[src/common/hbus_bridge_config.svh]
// HyperBus bridge configuration: word, beat and address widths and queue depth
`ifndef HBUS_BRIDGE_CONFIG_SVH
`define HBUS_BRIDGE_CONFIG_SVH

// User side word width
`define HBUS_FIFO_DATA_W 32

// Width of one beat on the memory bus
`define HBUS_DATA_W 16

// Memory address width, shared by the user port and the bus
`define HBUS_ADDR_W 32

// Log2 of the queue depth
`define HBUS_FIFO_ASIZE 3

// Bus beats per user word
`define HBUS_BEATS (`HBUS_FIFO_DATA_W / `HBUS_DATA_W)

// One outstanding request never needs more than a single entry,
// the extra depth only leaves headroom

`endif
[src/common/hbus_native_pkg.sv]
// HyperBus native package: types of the memory-side bus beat, address and beat count
`default_nettype none

`include "hbus_bridge_config.svh"

package hbus_native_pkg;

  // One 16-bit beat on the memory data bus
  typedef logic [`HBUS_DATA_W-1:0] hbus_beat_t;

  // Memory address as driven on the bus
  typedef logic [`HBUS_ADDR_W-1:0] hbus_addr_t;

  // Beat down-counter, must be able to hold HBUS_BEATS itself
  typedef logic [$clog2(`HBUS_BEATS + 1)-1:0] hbus_beat_cnt_t;

endpackage : hbus_native_pkg

`default_nettype wire

[src/common/hbus_cmd_pkg.sv]
// HyperBus command package: queued command format, user word and controller states
`default_nettype none

`include "hbus_bridge_config.svh"

package hbus_cmd_pkg;

  import hbus_native_pkg::*;

  // One user data word
  typedef logic [`HBUS_FIFO_DATA_W-1:0] user_word_t;

  // Command queue entry, read flag on top of the address
  typedef struct packed {
    logic       is_read;
    hbus_addr_t addr;
  } hbus_cmd_t;

  // User side FSM
  typedef enum logic [1:0] {
    USER_IDLE,
    USER_WAIT_READ,
    USER_WAIT_WRITE
  } user_state_e;

  // Bus side FSM
  typedef enum logic [1:0] {
    XFER_IDLE,
    XFER_READ,
    XFER_WRITE
  } xfer_state_e;

endpackage : hbus_cmd_pkg

`default_nettype wire

[src/hyperbus_fifo/hyperbus_fifo.sv]
// HyperBus bridge top: user and transfer controllers joined by four queues
`default_nettype none

module hyperbus_fifo import hbus_native_pkg::*, hbus_cmd_pkg::*; (
  input  wire logic       clk,
  input  wire logic       hbus_rst,

  // User port
  input  wire logic       rrq_i,
  input  wire logic       wrq_i,
  input  wire hbus_addr_t adr_i,
  input  wire user_word_t tx_dat_i,
  output logic            tx_ready_o,
  output user_word_t      rx_dat_o,
  output logic            rx_valid_o,

  // Memory bus
  output hbus_addr_t      hbus_adr_o,
  input  wire hbus_beat_t hbus_dat_i,
  output hbus_beat_t      hbus_dat_o,
  output logic            hbus_rrq_o,
  output logic            hbus_wrq_o,
  input  wire logic       hbus_ready_i,
  input  wire logic       hbus_valid_i
);

  // Command queue
  logic       cmd_winc;
  hbus_cmd_t  cmd_wdata;
  logic       cmd_rinc;
  hbus_cmd_t  cmd_rdata;
  logic       cmd_rempty;

  // Transmit queue
  logic       tx_winc;
  user_word_t tx_wdata;
  logic       tx_rinc;
  user_word_t tx_rdata;
  logic       tx_rempty;

  // Receive queue
  logic       rx_winc;
  user_word_t rx_wdata;
  logic       rx_rinc;
  user_word_t rx_rdata;
  logic       rx_rempty;

  // Acknowledge queue, only its fill level matters
  logic       ack_winc;
  logic       ack_rinc;
  logic       ack_rempty;

  hbus_user_ctrl u_user_ctrl (
    .clk          (clk),
    .hbus_rst     (hbus_rst),
    .rrq_i        (rrq_i),
    .wrq_i        (wrq_i),
    .adr_i        (adr_i),
    .tx_dat_i     (tx_dat_i),
    .cmd_winc_o   (cmd_winc),
    .cmd_wdata_o  (cmd_wdata),
    .tx_winc_o    (tx_winc),
    .tx_wdata_o   (tx_wdata),
    .rx_rempty_i  (rx_rempty),
    .rx_rdata_i   (rx_rdata),
    .rx_rinc_o    (rx_rinc),
    .ack_rempty_i (ack_rempty),
    .ack_rinc_o   (ack_rinc),
    .rx_dat_o     (rx_dat_o),
    .rx_valid_o   (rx_valid_o),
    .tx_ready_o   (tx_ready_o)
  );

  hbus_xfer_ctrl u_xfer_ctrl (
    .clk          (clk),
    .hbus_rst     (hbus_rst),
    .cmd_rempty_i (cmd_rempty),
    .cmd_rdata_i  (cmd_rdata),
    .cmd_rinc_o   (cmd_rinc),
    .tx_rempty_i  (tx_rempty),
    .tx_rdata_i   (tx_rdata),
    .tx_rinc_o    (tx_rinc),
    .rx_winc_o    (rx_winc),
    .rx_wdata_o   (rx_wdata),
    .ack_winc_o   (ack_winc),
    .hbus_adr_o   (hbus_adr_o),
    .hbus_dat_i   (hbus_dat_i),
    .hbus_dat_o   (hbus_dat_o),
    .hbus_rrq_o   (hbus_rrq_o),
    .hbus_wrq_o   (hbus_wrq_o),
    .hbus_ready_i (hbus_ready_i),
    .hbus_valid_i (hbus_valid_i)
  );

  // A single outstanding request never fills a queue, full flags stay open
  hbus_sync_fifo #(.DATA_W($bits(hbus_cmd_t))) u_cmd_fifo (
    .clk      (clk),
    .hbus_rst (hbus_rst),
    .winc_i   (cmd_winc),
    .wdata_i  (cmd_wdata),
    .wfull_o  (),
    .rinc_i   (cmd_rinc),
    .rdata_o  (cmd_rdata),
    .rempty_o (cmd_rempty)
  );

  hbus_sync_fifo #(.DATA_W($bits(user_word_t))) u_tx_fifo (
    .clk      (clk),
    .hbus_rst (hbus_rst),
    .winc_i   (tx_winc),
    .wdata_i  (tx_wdata),
    .wfull_o  (),
    .rinc_i   (tx_rinc),
    .rdata_o  (tx_rdata),
    .rempty_o (tx_rempty)
  );

  hbus_sync_fifo #(.DATA_W($bits(user_word_t))) u_rx_fifo (
    .clk      (clk),
    .hbus_rst (hbus_rst),
    .winc_i   (rx_winc),
    .wdata_i  (rx_wdata),
    .wfull_o  (),
    .rinc_i   (rx_rinc),
    .rdata_o  (rx_rdata),
    .rempty_o (rx_rempty)
  );

  hbus_sync_fifo #(.DATA_W(1)) u_ack_fifo (
    .clk      (clk),
    .hbus_rst (hbus_rst),
    .winc_i   (ack_winc),
    .wdata_i  (1'b1),
    .wfull_o  (),
    .rinc_i   (ack_rinc),
    .rdata_o  (),
    .rempty_o (ack_rempty)
  );

endmodule : hyperbus_fifo

`default_nettype wire

[src/hyperbus_fifo/hbus_xfer_ctrl.sv]
// HyperBus transfer controller: splits queued words into bus beats and assembles reads
`default_nettype none

`include "hbus_bridge_config.svh"

module hbus_xfer_ctrl import hbus_native_pkg::*, hbus_cmd_pkg::*; (
  input  wire logic       clk,
  input  wire logic       hbus_rst,
  input  wire logic       cmd_rempty_i,
  input  wire hbus_cmd_t  cmd_rdata_i,
  output logic            cmd_rinc_o,
  input  wire logic       tx_rempty_i,
  input  wire user_word_t tx_rdata_i,
  output logic            tx_rinc_o,
  output logic            rx_winc_o,
  output user_word_t      rx_wdata_o,
  output logic            ack_winc_o,
  output hbus_addr_t      hbus_adr_o,
  input  wire hbus_beat_t hbus_dat_i,
  output hbus_beat_t      hbus_dat_o,
  output logic            hbus_rrq_o,
  output logic            hbus_wrq_o,
  input  wire logic       hbus_ready_i,
  input  wire logic       hbus_valid_i
);

  localparam int unsigned WORD_W = `HBUS_FIFO_DATA_W;
  localparam int unsigned BEAT_W = `HBUS_DATA_W;

  xfer_state_e    state_q;
  hbus_beat_cnt_t count_q;

  // One shift register serves both directions
  user_word_t shift_q;

  logic start;
  logic beat_rd;
  logic beat_wr;

  // A write also needs its data word at the transmit queue head
  assign start = (state_q == XFER_IDLE) && !cmd_rempty_i &&
                 (cmd_rdata_i.is_read || !tx_rempty_i);

  assign beat_rd = hbus_rrq_o && hbus_valid_i;
  assign beat_wr = hbus_wrq_o && hbus_ready_i;

  // Upper beat goes out first
  assign hbus_dat_o = shift_q[WORD_W-1 -: BEAT_W];
  assign rx_wdata_o = shift_q;

  always_ff @(posedge clk or posedge hbus_rst) begin
    if (hbus_rst) begin
      state_q    <= XFER_IDLE;
      count_q    <= '0;
      hbus_rrq_o <= 1'b0;
      hbus_wrq_o <= 1'b0;
      cmd_rinc_o <= 1'b0;
      tx_rinc_o  <= 1'b0;
      rx_winc_o  <= 1'b0;
      ack_winc_o <= 1'b0;
    end else begin
      cmd_rinc_o <= 1'b0;
      tx_rinc_o  <= 1'b0;
      rx_winc_o  <= 1'b0;
      ack_winc_o <= 1'b0;

      case (state_q)
        XFER_IDLE: begin
          if (start) begin
            cmd_rinc_o <= 1'b1;
            count_q    <= hbus_beat_cnt_t'(`HBUS_BEATS);
            if (cmd_rdata_i.is_read) begin
              hbus_rrq_o <= 1'b1;
              state_q    <= XFER_READ;
            end else begin
              hbus_wrq_o <= 1'b1;
              state_q    <= XFER_WRITE;
            end
          end
        end
        XFER_READ: begin
          if (count_q == '0) begin
            // Word is complete, hand it to the user side
            rx_winc_o <= 1'b1;
            state_q   <= XFER_IDLE;
          end else if (beat_rd) begin
            count_q <= count_q - 1'b1;
            if (count_q == hbus_beat_cnt_t'(1)) begin
              hbus_rrq_o <= 1'b0;
            end
          end
        end
        XFER_WRITE: begin
          if (count_q == '0) begin
            // Retire the data word and acknowledge
            tx_rinc_o  <= 1'b1;
            ack_winc_o <= 1'b1;
            state_q    <= XFER_IDLE;
          end else if (beat_wr) begin
            count_q <= count_q - 1'b1;
            if (count_q == hbus_beat_cnt_t'(1)) begin
              hbus_wrq_o <= 1'b0;
            end
          end
        end
        default: state_q <= XFER_IDLE;
      endcase
    end
  end

  always_ff @(posedge clk) begin
    if (start) begin
      hbus_adr_o <= cmd_rdata_i.addr;
      shift_q    <= cmd_rdata_i.is_read ? '0 : tx_rdata_i;
    end else if (beat_rd) begin
      // Read beats enter at the bottom
      shift_q <= {shift_q[WORD_W-BEAT_W-1:0], hbus_dat_i};
    end else if (beat_wr) begin
      shift_q <= {shift_q[WORD_W-BEAT_W-1:0], {BEAT_W{1'b0}}};
    end
  end

endmodule : hbus_xfer_ctrl

`default_nettype wire

[src/hyperbus_fifo/hbus_user_ctrl.sv]
// HyperBus user controller: queues requests and returns read words and write acknowledges
`default_nettype none

module hbus_user_ctrl import hbus_native_pkg::*, hbus_cmd_pkg::*; (
  input  wire logic       clk,
  input  wire logic       hbus_rst,
  input  wire logic       rrq_i,
  input  wire logic       wrq_i,
  input  wire hbus_addr_t adr_i,
  input  wire user_word_t tx_dat_i,
  output logic            cmd_winc_o,
  output hbus_cmd_t       cmd_wdata_o,
  output logic            tx_winc_o,
  output user_word_t      tx_wdata_o,
  input  wire logic       rx_rempty_i,
  input  wire user_word_t rx_rdata_i,
  output logic            rx_rinc_o,
  input  wire logic       ack_rempty_i,
  output logic            ack_rinc_o,
  output user_word_t      rx_dat_o,
  output logic            rx_valid_o,
  output logic            tx_ready_o
);

  user_state_e state_q;

  always_ff @(posedge clk or posedge hbus_rst) begin
    if (hbus_rst) begin
      state_q    <= USER_IDLE;
      cmd_winc_o <= 1'b0;
      tx_winc_o  <= 1'b0;
      rx_rinc_o  <= 1'b0;
      ack_rinc_o <= 1'b0;
      rx_valid_o <= 1'b0;
      tx_ready_o <= 1'b0;
    end else begin
      // Strobes and user pulses last one cycle
      cmd_winc_o <= 1'b0;
      tx_winc_o  <= 1'b0;
      rx_rinc_o  <= 1'b0;
      ack_rinc_o <= 1'b0;
      rx_valid_o <= 1'b0;
      tx_ready_o <= 1'b0;

      case (state_q)
        USER_IDLE: begin
          // Read wins when both requests are up
          if (rrq_i) begin
            cmd_winc_o <= 1'b1;
            state_q    <= USER_WAIT_READ;
          end else if (wrq_i) begin
            cmd_winc_o <= 1'b1;
            tx_winc_o  <= 1'b1;
            state_q    <= USER_WAIT_WRITE;
          end
        end
        USER_WAIT_READ: begin
          if (!rx_rempty_i) begin
            rx_rinc_o  <= 1'b1;
            rx_valid_o <= 1'b1;
            state_q    <= USER_IDLE;
          end
        end
        USER_WAIT_WRITE: begin
          if (!ack_rempty_i) begin
            ack_rinc_o <= 1'b1;
            tx_ready_o <= 1'b1;
            state_q    <= USER_IDLE;
          end
        end
        default: state_q <= USER_IDLE;
      endcase
    end
  end

  // Command, write data and read word registers
  always_ff @(posedge clk) begin
    if (state_q == USER_IDLE && (rrq_i || wrq_i)) begin
      cmd_wdata_o.is_read <= rrq_i;
      cmd_wdata_o.addr    <= adr_i;
      tx_wdata_o          <= tx_dat_i;
    end
    if (state_q == USER_WAIT_READ && !rx_rempty_i) begin
      rx_dat_o <= rx_rdata_i;
    end
  end

endmodule : hbus_user_ctrl

`default_nettype wire

[src/hyperbus_fifo/hbus_sync_fifo.sv]
// HyperBus synchronous FIFO: first-word-fall-through queue with a combinational head
`default_nettype none

`include "hbus_bridge_config.svh"

module hbus_sync_fifo #(
  parameter int unsigned DATA_W = 32
) (
  input  wire logic              clk,
  input  wire logic              hbus_rst,
  input  wire logic              winc_i,
  input  wire logic [DATA_W-1:0] wdata_i,
  output logic                   wfull_o,
  input  wire logic              rinc_i,
  output logic      [DATA_W-1:0] rdata_o,
  output logic                   rempty_o
);

  localparam int unsigned ASIZE = `HBUS_FIFO_ASIZE;
  localparam int unsigned DEPTH = 1 << ASIZE;

  logic [DATA_W-1:0] mem [DEPTH];

  // Pointers carry one wrap bit above the index
  logic [ASIZE:0] wptr_q;
  logic [ASIZE:0] rptr_q;

  logic do_push;
  logic do_pop;

  assign rempty_o = (wptr_q == rptr_q);
  assign wfull_o  = (wptr_q[ASIZE] != rptr_q[ASIZE]) &&
                    (wptr_q[ASIZE-1:0] == rptr_q[ASIZE-1:0]);

  // Pushes into a full queue and pops from an empty one are dropped
  assign do_push = winc_i && !wfull_o;
  assign do_pop  = rinc_i && !rempty_o;

  // Head word falls through
  assign rdata_o = mem[rptr_q[ASIZE-1:0]];

  always_ff @(posedge clk or posedge hbus_rst) begin
    if (hbus_rst) begin
      wptr_q <= '0;
      rptr_q <= '0;
    end else begin
      if (do_push) begin
        wptr_q <= wptr_q + 1'b1;
      end
      if (do_pop) begin
        rptr_q <= rptr_q + 1'b1;
      end
    end
  end

  always_ff @(posedge clk) begin
    if (do_push) begin
      mem[wptr_q[ASIZE-1:0]] <= wdata_i;
    end
  end

endmodule : hbus_sync_fifo

`default_nettype wire

[config.mk]
export PLATFORM = sky130hd
export DESIGN_NAME = hyperbus_fifo
export DESIGN_NICKNAME = d
export VERILOG_FILES = /design/src/common/hbus_native_pkg.sv /design/src/common/hbus_cmd_pkg.sv /design/src/hyperbus_fifo/hyperbus_fifo.sv /design/src/hyperbus_fifo/hbus_xfer_ctrl.sv /design/src/hyperbus_fifo/hbus_user_ctrl.sv /design/src/hyperbus_fifo/hbus_sync_fifo.sv
export VERILOG_INCLUDE_DIRS = /design/src /design/src/common
export SDC_FILE = /design/constraint.sdc
export NUM_CORES = 1
export LEC_CHECK = 0
export BUFFER_PORTS_ARGS = -buffer_cell sky130_fd_sc_hd__buf_2
export CAP_MARGIN = 40
export CORE_MARGIN = 2
export CORE_UTILIZATION = 35
export DETAILED_ROUTE_END_ITERATION = 8
export HOLD_SLACK_MARGIN = 0.12
export MAX_ROUTING_LAYER = met4
export SLEW_MARGIN = 25
export SYNTH_ARGS = -nofsm -noshare
export SYNTH_HDL_FRONTEND = slang
export SYNTH_SLANG_ARGS = --single-unit
[constraint.sdc]
create_clock -name clk -period 15.21 [get_ports clk]
set_clock_uncertainty 0.2 [all_clocks]
set_input_delay 1.521 -clock clk [delete_from_list [all_inputs] [get_ports clk]]
set_output_delay 1.521 -clock clk [all_outputs]
set_load 0.005 [all_outputs]
==> results of run 1 <==
-- Yosys cell counts (all sizes together) --
| cell type | number | share of area (%) |
|---|---|---|
| mux2i | 35 | 0.95 |
| a221o | 1 | 0.027 |
| nor2 | 31 | 0.32 |
| nor4b | 1 | 0.024 |
| edfxtp | 937 | 76 |
| nor2b | 3 | 0.051 |
| and2b | 1 | 0.020 |
| dfrtp | 47 | 3.2 |
| a32o | 1 | 0.027 |
| mux4 | 194 | 12 |
| mux2 | 74 | 2.3 |
| a21oi | 2 | 0.027 |
| nor3b | 1 | 0.020 |
| o21a | 1 | 0.020 |
| and2 | 4 | 0.068 |
| nor3 | 7 | 0.095 |
| ha | 14 | 0.48 |
| clkbuf | 37 | 0.38 |
| a211o | 1 | 0.024 |
| xor2 | 13 | 0.31 |
| nand2b | 7 | 0.12 |
| nand4 | 5 | 0.085 |
| and3 | 1 | 0.017 |
| o21bai | 1 | 0.020 |
| xnor2 | 26 | 0.62 |
| nand3 | 12 | 0.16 |
| o211ai | 4 | 0.095 |
| o2bb2ai | 16 | 0.55 |
| or2 | 4 | 0.068 |
| o21ai | 26 | 0.35 |
| nand2 | 37 | 0.38 |
| inv | 12 | 0.12 |
| buf | 47 | 0.79 |
-- cell type report --
| cell class | instances | area, um2 |
|---|---|---|
| Clock buffer | 119 | 2550 |
| Clock inverter | 53 | 547 |
| Timing Repair Buffer | 219 | 1380 |
| Fill cell | 9028 | 61200 |
| Tap cell | 1380 | 1730 |
| Sequential cell | 984 | 29300 |
| Antenna cell | 4 | 10.0 |
| Inverter | 12 | 45.0 |
| Multi-Input combinational cell | 523 | 7150 |
-- state kept, by name (all words and copies together) (netlist names), 4 cells and up --
register	flops
u_ack_fifo.rptr_q	4
u_ack_fifo.wptr_q	4
u_cmd_fifo.mem	264
u_cmd_fifo.rptr_q	4
u_cmd_fifo.wptr_q	4
u_rx_fifo.mem	256
u_rx_fifo.rptr_q	4
u_rx_fifo.wptr_q	4
u_tx_fifo.mem	256
u_tx_fifo.rptr_q	4
u_tx_fifo.wptr_q	4
u_user_ctrl.cmd_wdata_o	33
u_user_ctrl.rx_dat_o	32
u_user_ctrl.tx_wdata_o	32
u_xfer_ctrl.hbus_adr_o	32
u_xfer_ctrl.rx_wdata_o	32
-- final timing paths --
kind                                        endpoint  slack (ns)                 start
setup / recovery           u_xfer_ctrl.rx_wdata_o[2]       11.89  u_cmd_fifo.rptr_q[0]
hold / removal                   u_tx_fifo.wptr_q[3]        0.28   u_tx_fifo.wptr_q[3]
setup reg to reg           u_xfer_ctrl.rx_wdata_o[2]       11.89  u_cmd_fifo.rptr_q[0]
hold reg to reg                  u_tx_fifo.wptr_q[3]        0.28   u_tx_fifo.wptr_q[3]
max in group asynchronous       u_cmd_fifo.rptr_q[0]       13.49              hbus_rst
min in group asynchronous      u_user_ctrl.rx_rinc_o        0.80              hbus_rst
-- routing by layer --
layer	global-route usage (%)	part of all wire, %	vias up
met2	22.9	50	347
met1	18.3	44	8587
met4	4.55	2.3	0
met5	-	0	-
met3	2.45	4.5	114
li1	-	-	7060
-- critical path, cell delays in order, from the launching register on --
cell	delay (ns)
dfrtp_4	0.84
mux4_2	0.60
mux2_2	0.31
o211ai_2	0.20
buf_6	0.21
and2b_1	0.61
o2bb2ai_1	0.19
-- stage by stage --
step	total power [W]	setup slack (ns)	area, um2	hold slack [ns]	cells
3_5_place_dp	0.00620	11.45	39500	0.280	3114
3_3_place_gp	0.00609	11.41	39400	0.276	3106
6_report	0.00843	11.89	42700	0.284	3294
2_1_floorplan	0.00543	8.42	36800	0.262	1603
5_1_grt	0.00884	11.64	42700	0.309	3293
4_1_cts	0.00853	11.44	42600	0.289	3286
-- power by group --
part,total [W],internal (W),switching (W)
combinational,0.00196,0.000947,0.00101
clock,0.00231,0.00132,0.000997
sequential,0.00415,0.00372,0.000428
total,0.00843,0.00599,0.00244
-- kinds of logic (layout without fill, tap and decap cells) --
logic type	count (synthesis)	in the layout
buffers and inverters	96	403
multiplexers	303	303
AO/OA/AOI/OAI	53	53
AND/OR/NAND/NOR	114	114
adder cells (fa/ha/maj)	14	14
XOR/XNOR	39	39
other	0	4
flip-flops	984	984
==> run_results.csv, run 1 <==
group,metric,value,unit
status,status,"finished, final reports clean",
placement,port_buffers,169,
final_layout,final_common_cell,"edfxtp_1",
global_routing,grt_pass1_wl,110000,um
synth,syn-mean-instance-area,23.0,um2
global_routing,track_usage,14.2,%
clocking,htreeDepth,3,
floorplanning,start_util,35.4,%
route,wirelength,74000,um
synth,syn_area,36800,um2
critical_path,critPathLaunchType,"flop",
critical_path,critical_path_class,"flop to flop",
synth,synth_cells,1603,
final_layout,post-route-util,41.1,%
clocking,ctsHoldBuffers,0,
route,drtIter0Drc,1193,
floorplanning,io_pins,170,
job,cap_violations,0,
clocking,clock_path_buffers,3,
sta,max_freq,301,MHz
floorplanning,die_x,328,um
synth,synth_cell_types,41,
clocking,cts_setup_buffers,0,
clocking,post_cts_resized,0,
final_layout,fin_nets,1938,
synth,yosys-mux-area-fraction,15.1,%
placement,hpwl,43300,um
clocking,path_clk_slew,0.06,ns
critical_path,arrival,3.63,ns
final_layout,layout_common_cells,"edfxtp_1 (937), mux4_2 (194), buf_2 (169)",
sta,maxSlewViolCount,0,
floorplanning,dieHeight,328,um
route,via_per_inst,4.89,
sta,finalSetupViolCount,0,
sta,max_slew_margin,47.0,%
route,num_vias,16100,
synth,synth_sequential_area_ratio,79.6,%
floorplanning,die_area,108000,um2
sta,fin_crit_sh,21.8,%
global_routing,first_global_vias,17100,
critical_path,critPathCaptureType,"flop",
placement,gp_congestion,0.743,
route,first_pass_iters,4,
route,wire_per_inst,22.5,um
synth,synth_compound_area_share,1.15,%
sta,fin_crit,3.32,ns
critical_path,r2r_cells,6,
power,p_leak,13.9,nW
global_routing,grt_overflow,0,
global_routing,antenna_found_initial,7,
power,vdd_drop_max,0.000103,V
global_routing,grt_max_degree,48,
power,power_density,197,nW/um2
synth,synth-xor-area-share,0.928,%
floorplanning,core,104000,um2
hold_path,hold_path_depth,1,
clocking,numClockSinks,984,
floorplanning,rows,118,
synth,ys_warn_count,0,
sta,timing.final.hold_violations,0,
critical_path,required,15.52,ns
synth,synth_top_family_by_area,"multiplexers",
sta,rsz0062_at_grt,"false",
clocking,cts_buffers,98,
synth,yosys.area_share.simple,1.42,%
critical_path,cp_max_fo,32,
synth,syn_nets,1703,
route,drc,0,
clocking,cts_tree,"yes",
synth,synthAdderAreaFrac,0.476,%
sta,fin_setup_tns,0,ns
final_layout,synthToLayoutAreaGrowth,16.1,%
clocking,root_buffer,"clkbuf_16",
hold_path,holdCritPathClass,"flop to flop",
synth,synth-seq-cells,984,
final_layout,drive_above_1_share,35.1,%
clocking,clkLatencyLatePin,0.67,ns
sta,tightestPinTransition,0.791,ns
route,ant_nets,0,
No activity file was read; power rests on OpenSTA's default activity.
==> run 2, diff against run 1 <==
--- a/config.mk
+++ b/config.mk
@@ -6,6 +6,7 @@
 export SDC_FILE = /design/constraint.sdc
 export NUM_CORES = 1
 export LEC_CHECK = 0
+export ABC_AREA = 1
 export BUFFER_PORTS_ARGS = -buffer_cell sky130_fd_sc_hd__buf_2
 export CAP_MARGIN = 40
 export CORE_MARGIN = 2
==> constraint.sdc (replaced) <==
create_clock -name clk -period 3.46 [get_ports clk]
set_clock_uncertainty 0.2 [all_clocks]
set_input_delay 0.346 -clock clk [delete_from_list [all_inputs] [get_ports clk]]
set_output_delay 0.346 -clock clk [all_outputs]
set_load 0.005 [all_outputs]
==> run_results.csv, run 2 <==
group,metric,value,unit
status,status,"finished, final reports clean",
final_layout,multiInputGateArea,7650,um2
sta,finalSetupViolCount,0,
route,drc,0,
floorplanning,core,107000,um2
critical_path,arrival,2.85,ns
final_layout,seqCellArea,29300,um2
floorplanning,die_x,333,um
sta,timing.hold.ws,0.169,ns
sta,timing.final.hold_violations,0,
placement,place_area,40400,um2
sta,fin_crit,2.76,ns
sta,final.setup.worst_slack,0.704,ns
final_layout,diodes,0,
route,first_pass_iters,5,
route,ant_nets,0,
power,vdd_drop_max,0.000572,V
clocking,clock_path_buffers,3,
floorplanning,die_area,111000,um2
sta,max_slew_margin,45.9,%
critical_path,required,3.56,ns
synth,async_flop_share,4.78,%
synth,synth_sequential_area_ratio,77.5,%
synth,syn_area,37800,um2
final_layout,fin_nets,3155,
route,wirelength,87800,um
route,wire_per_inst,19.4,um
sta,fin_crit_sh,79.6,%
placement,pre_cts_ws,0.715,ns
critical_path,cp_max_fo,32,
global_routing,grt_max_degree,130,
synth,yosysMostFrequentCell,"edfxtp_1",
synth,yosys-top-cells-area,"edfxtp_1 (74%), nor2_1 (6.1%), o21ai_0 (4.6%), dfrtp_1 (3.1%), nand2_1 (2.4%)",
placement,hpwl,47000,um
synth,synth_area_leader_cell,"edfxtp_1",
global_routing,grt_pass1_wl,132000,um
synth,synthTopCellsByCount,"edfxtp_1 (937), nor2_1 (613), o21ai_0 (344)",
synth,syn_nets,2910,
clocking,post_cts_resized,0,
global_routing,track_usage,16.0,%
sta,fin_setup_tns,0,ns
sta,tightestPinTransition,0.811,ns
power,p_leak,15.3,nW
final_layout,synthToLayoutAreaGrowth,17.9,%
clocking,cts_tree,"yes",
clocking,cts_setup_buffers,0,
final_layout,fillers,9694,
final_layout,fin_area,44600,um2
hold_path,holdCritPathClass,"input pin to flop",
clocking,ctsHoldBuffers,90,
synth,synth_cells,2810,
sta,max_freq,363,MHz
route,drtIter0Drc,1973,
clocking,htreeDepth,3,
synth,synth_top_area_share,74.4,%
sta,rsz0062_at_grt,"false",
final_layout,drive_above_1_share,14.0,%
clocking,cts_buffers,100,
critical_path,critPathCaptureType,"flop",
critical_path,critPathLaunchType,"flop",
global_routing,antenna_found_initial,2,
final_layout,layout_common_cells,"edfxtp_1 (937), nor2_1 (592), o21ai_0 (344)",
clocking,numClockSinks,984,
route,via_per_inst,4.96,
synth,synthFlopType,"edfxtp_1",
critical_path,r2r_setup_slack,0.70,ns
critical_path,critical_path_class,"flop to flop",
global_routing,first_global_vias,21500,
sta,maxSlewViolCount,0,
floorplanning,io_pins,170,
final_layout,largest_reg_flops,264,
power,power_density,910,nW/um2
synth,synth-seq-cells,984,
placement,port_buffers,169,
synth,ys_warn_count,0,
floorplanning,rows,120,
floorplanning,dieHeight,333,um
power,power,0.0406,W
global_routing,grt_overflow,0,
synth,syn-mean-instance-area,13.5,um2
job,cap_violations,0,
final_layout,final_common_cell,"edfxtp_1",
clocking,clkLatencyLatePin,0.70,ns
synth,synth_cell_types,35,
clocking,path_clk_slew,0.06,ns
synth,synth_edf_count,937,
floorplanning,start_util,35.3,%
placement,gp_congestion,0.764,
route,num_vias,22500,
clocking,root_buffer,"clkbuf_16",
-- run 2: changes by cell type after synthesis, moves of 54 or more --
cell	delta
o22ai_1	+128
o21ai_0	+322
nand2_1	+200
mux4_2	-194
mux2_2	-74
o21ai_1	+72
clkbuf_1	+54
nor2_1	+582
a31oi_1	+65
-- run 2: worst paths after layout --
check | start | endpoint | depth (start not counted)
max | u_tx_fifo.rptr_q[1] | u_tx_fifo.mem[6][19] | 10
min | tx_dat_i[9] | u_user_ctrl.tx_wdata_o[9] | 2
max reg2reg | u_tx_fifo.rptr_q[1] | u_tx_fifo.mem[6][19] | 10
min reg2reg | u_user_ctrl.state_q[0] | u_user_ctrl.ack_rinc_o | 1
max in group asynchronous | hbus_rst | u_cmd_fifo.rptr_q[0] | 4
min in group asynchronous | hbus_rst | u_ack_fifo.wptr_q[2] | 4
-- run 2: cell type report --
type                    instances  area share (%)
repair buffers                318            5.25
well taps                    1403            3.94
clock buffers                 115            5.74
inverters                      64           0.556
flip-flops and latches        984            65.8
multi-input cells            1587            17.2
clock inverters                65            1.59
-- run 2: power by group --
| part | total [W] | internal (W) | switching, W |
|---|---|---|---|
| clock network | 0.0107 | 0.00615 | 0.00453 |
| logic | 0.0115 | 0.00351 | 0.00804 |
| registers | 0.0183 | 0.0166 | 0.00170 |
| total | 0.0406 | 0.0263 | 0.0143 |
-- run 2: cells by family after synthesis --
family	count (synthesis)	share of synthesized area (%)
xor+xnor	31	0.718
simple gates	916	9.48
compound gates	626	8.99
fa+ha+maj	14	0.463
buf+inv	239	2.82
flops	984	77.5
-- run 2: worst max-delay path: stages, from the launching register on --
cell and delay [ns]:
dfrtp_2 0.55, inv_1 0.12, nand2_1 0.06, nand4_1 0.14, nor2_1 0.06, nand2_1 0.06
nand2_1 0.12, inv_1 0.13, nand2_1 0.25, nor3_4 0.19, buf_4 0.46
-- run 2: per-layer routing --
layer	vias to the layer above	global-route usage [%]	wire length (um)
met1	11100	21.6	39700
li1	10700	-	-
met5	-	-	0
met3	119	2.46	4740
met4	0	4.41	1720
met2	589	25.2	41700
-- run 2: per-stage QoR --
| stage | utilization [%] | std cells |
|---|---|---|
| 4_1_cts | 41.6 | 4536 |
| 2_1_floorplan | - | 2810 |
| 6_report | 41.6 | 4536 |
| 3_3_place_gp | 37.8 | 4266 |
| 3_5_place_dp | 37.8 | 4266 |
| 5_1_grt | 41.6 | 4536 |
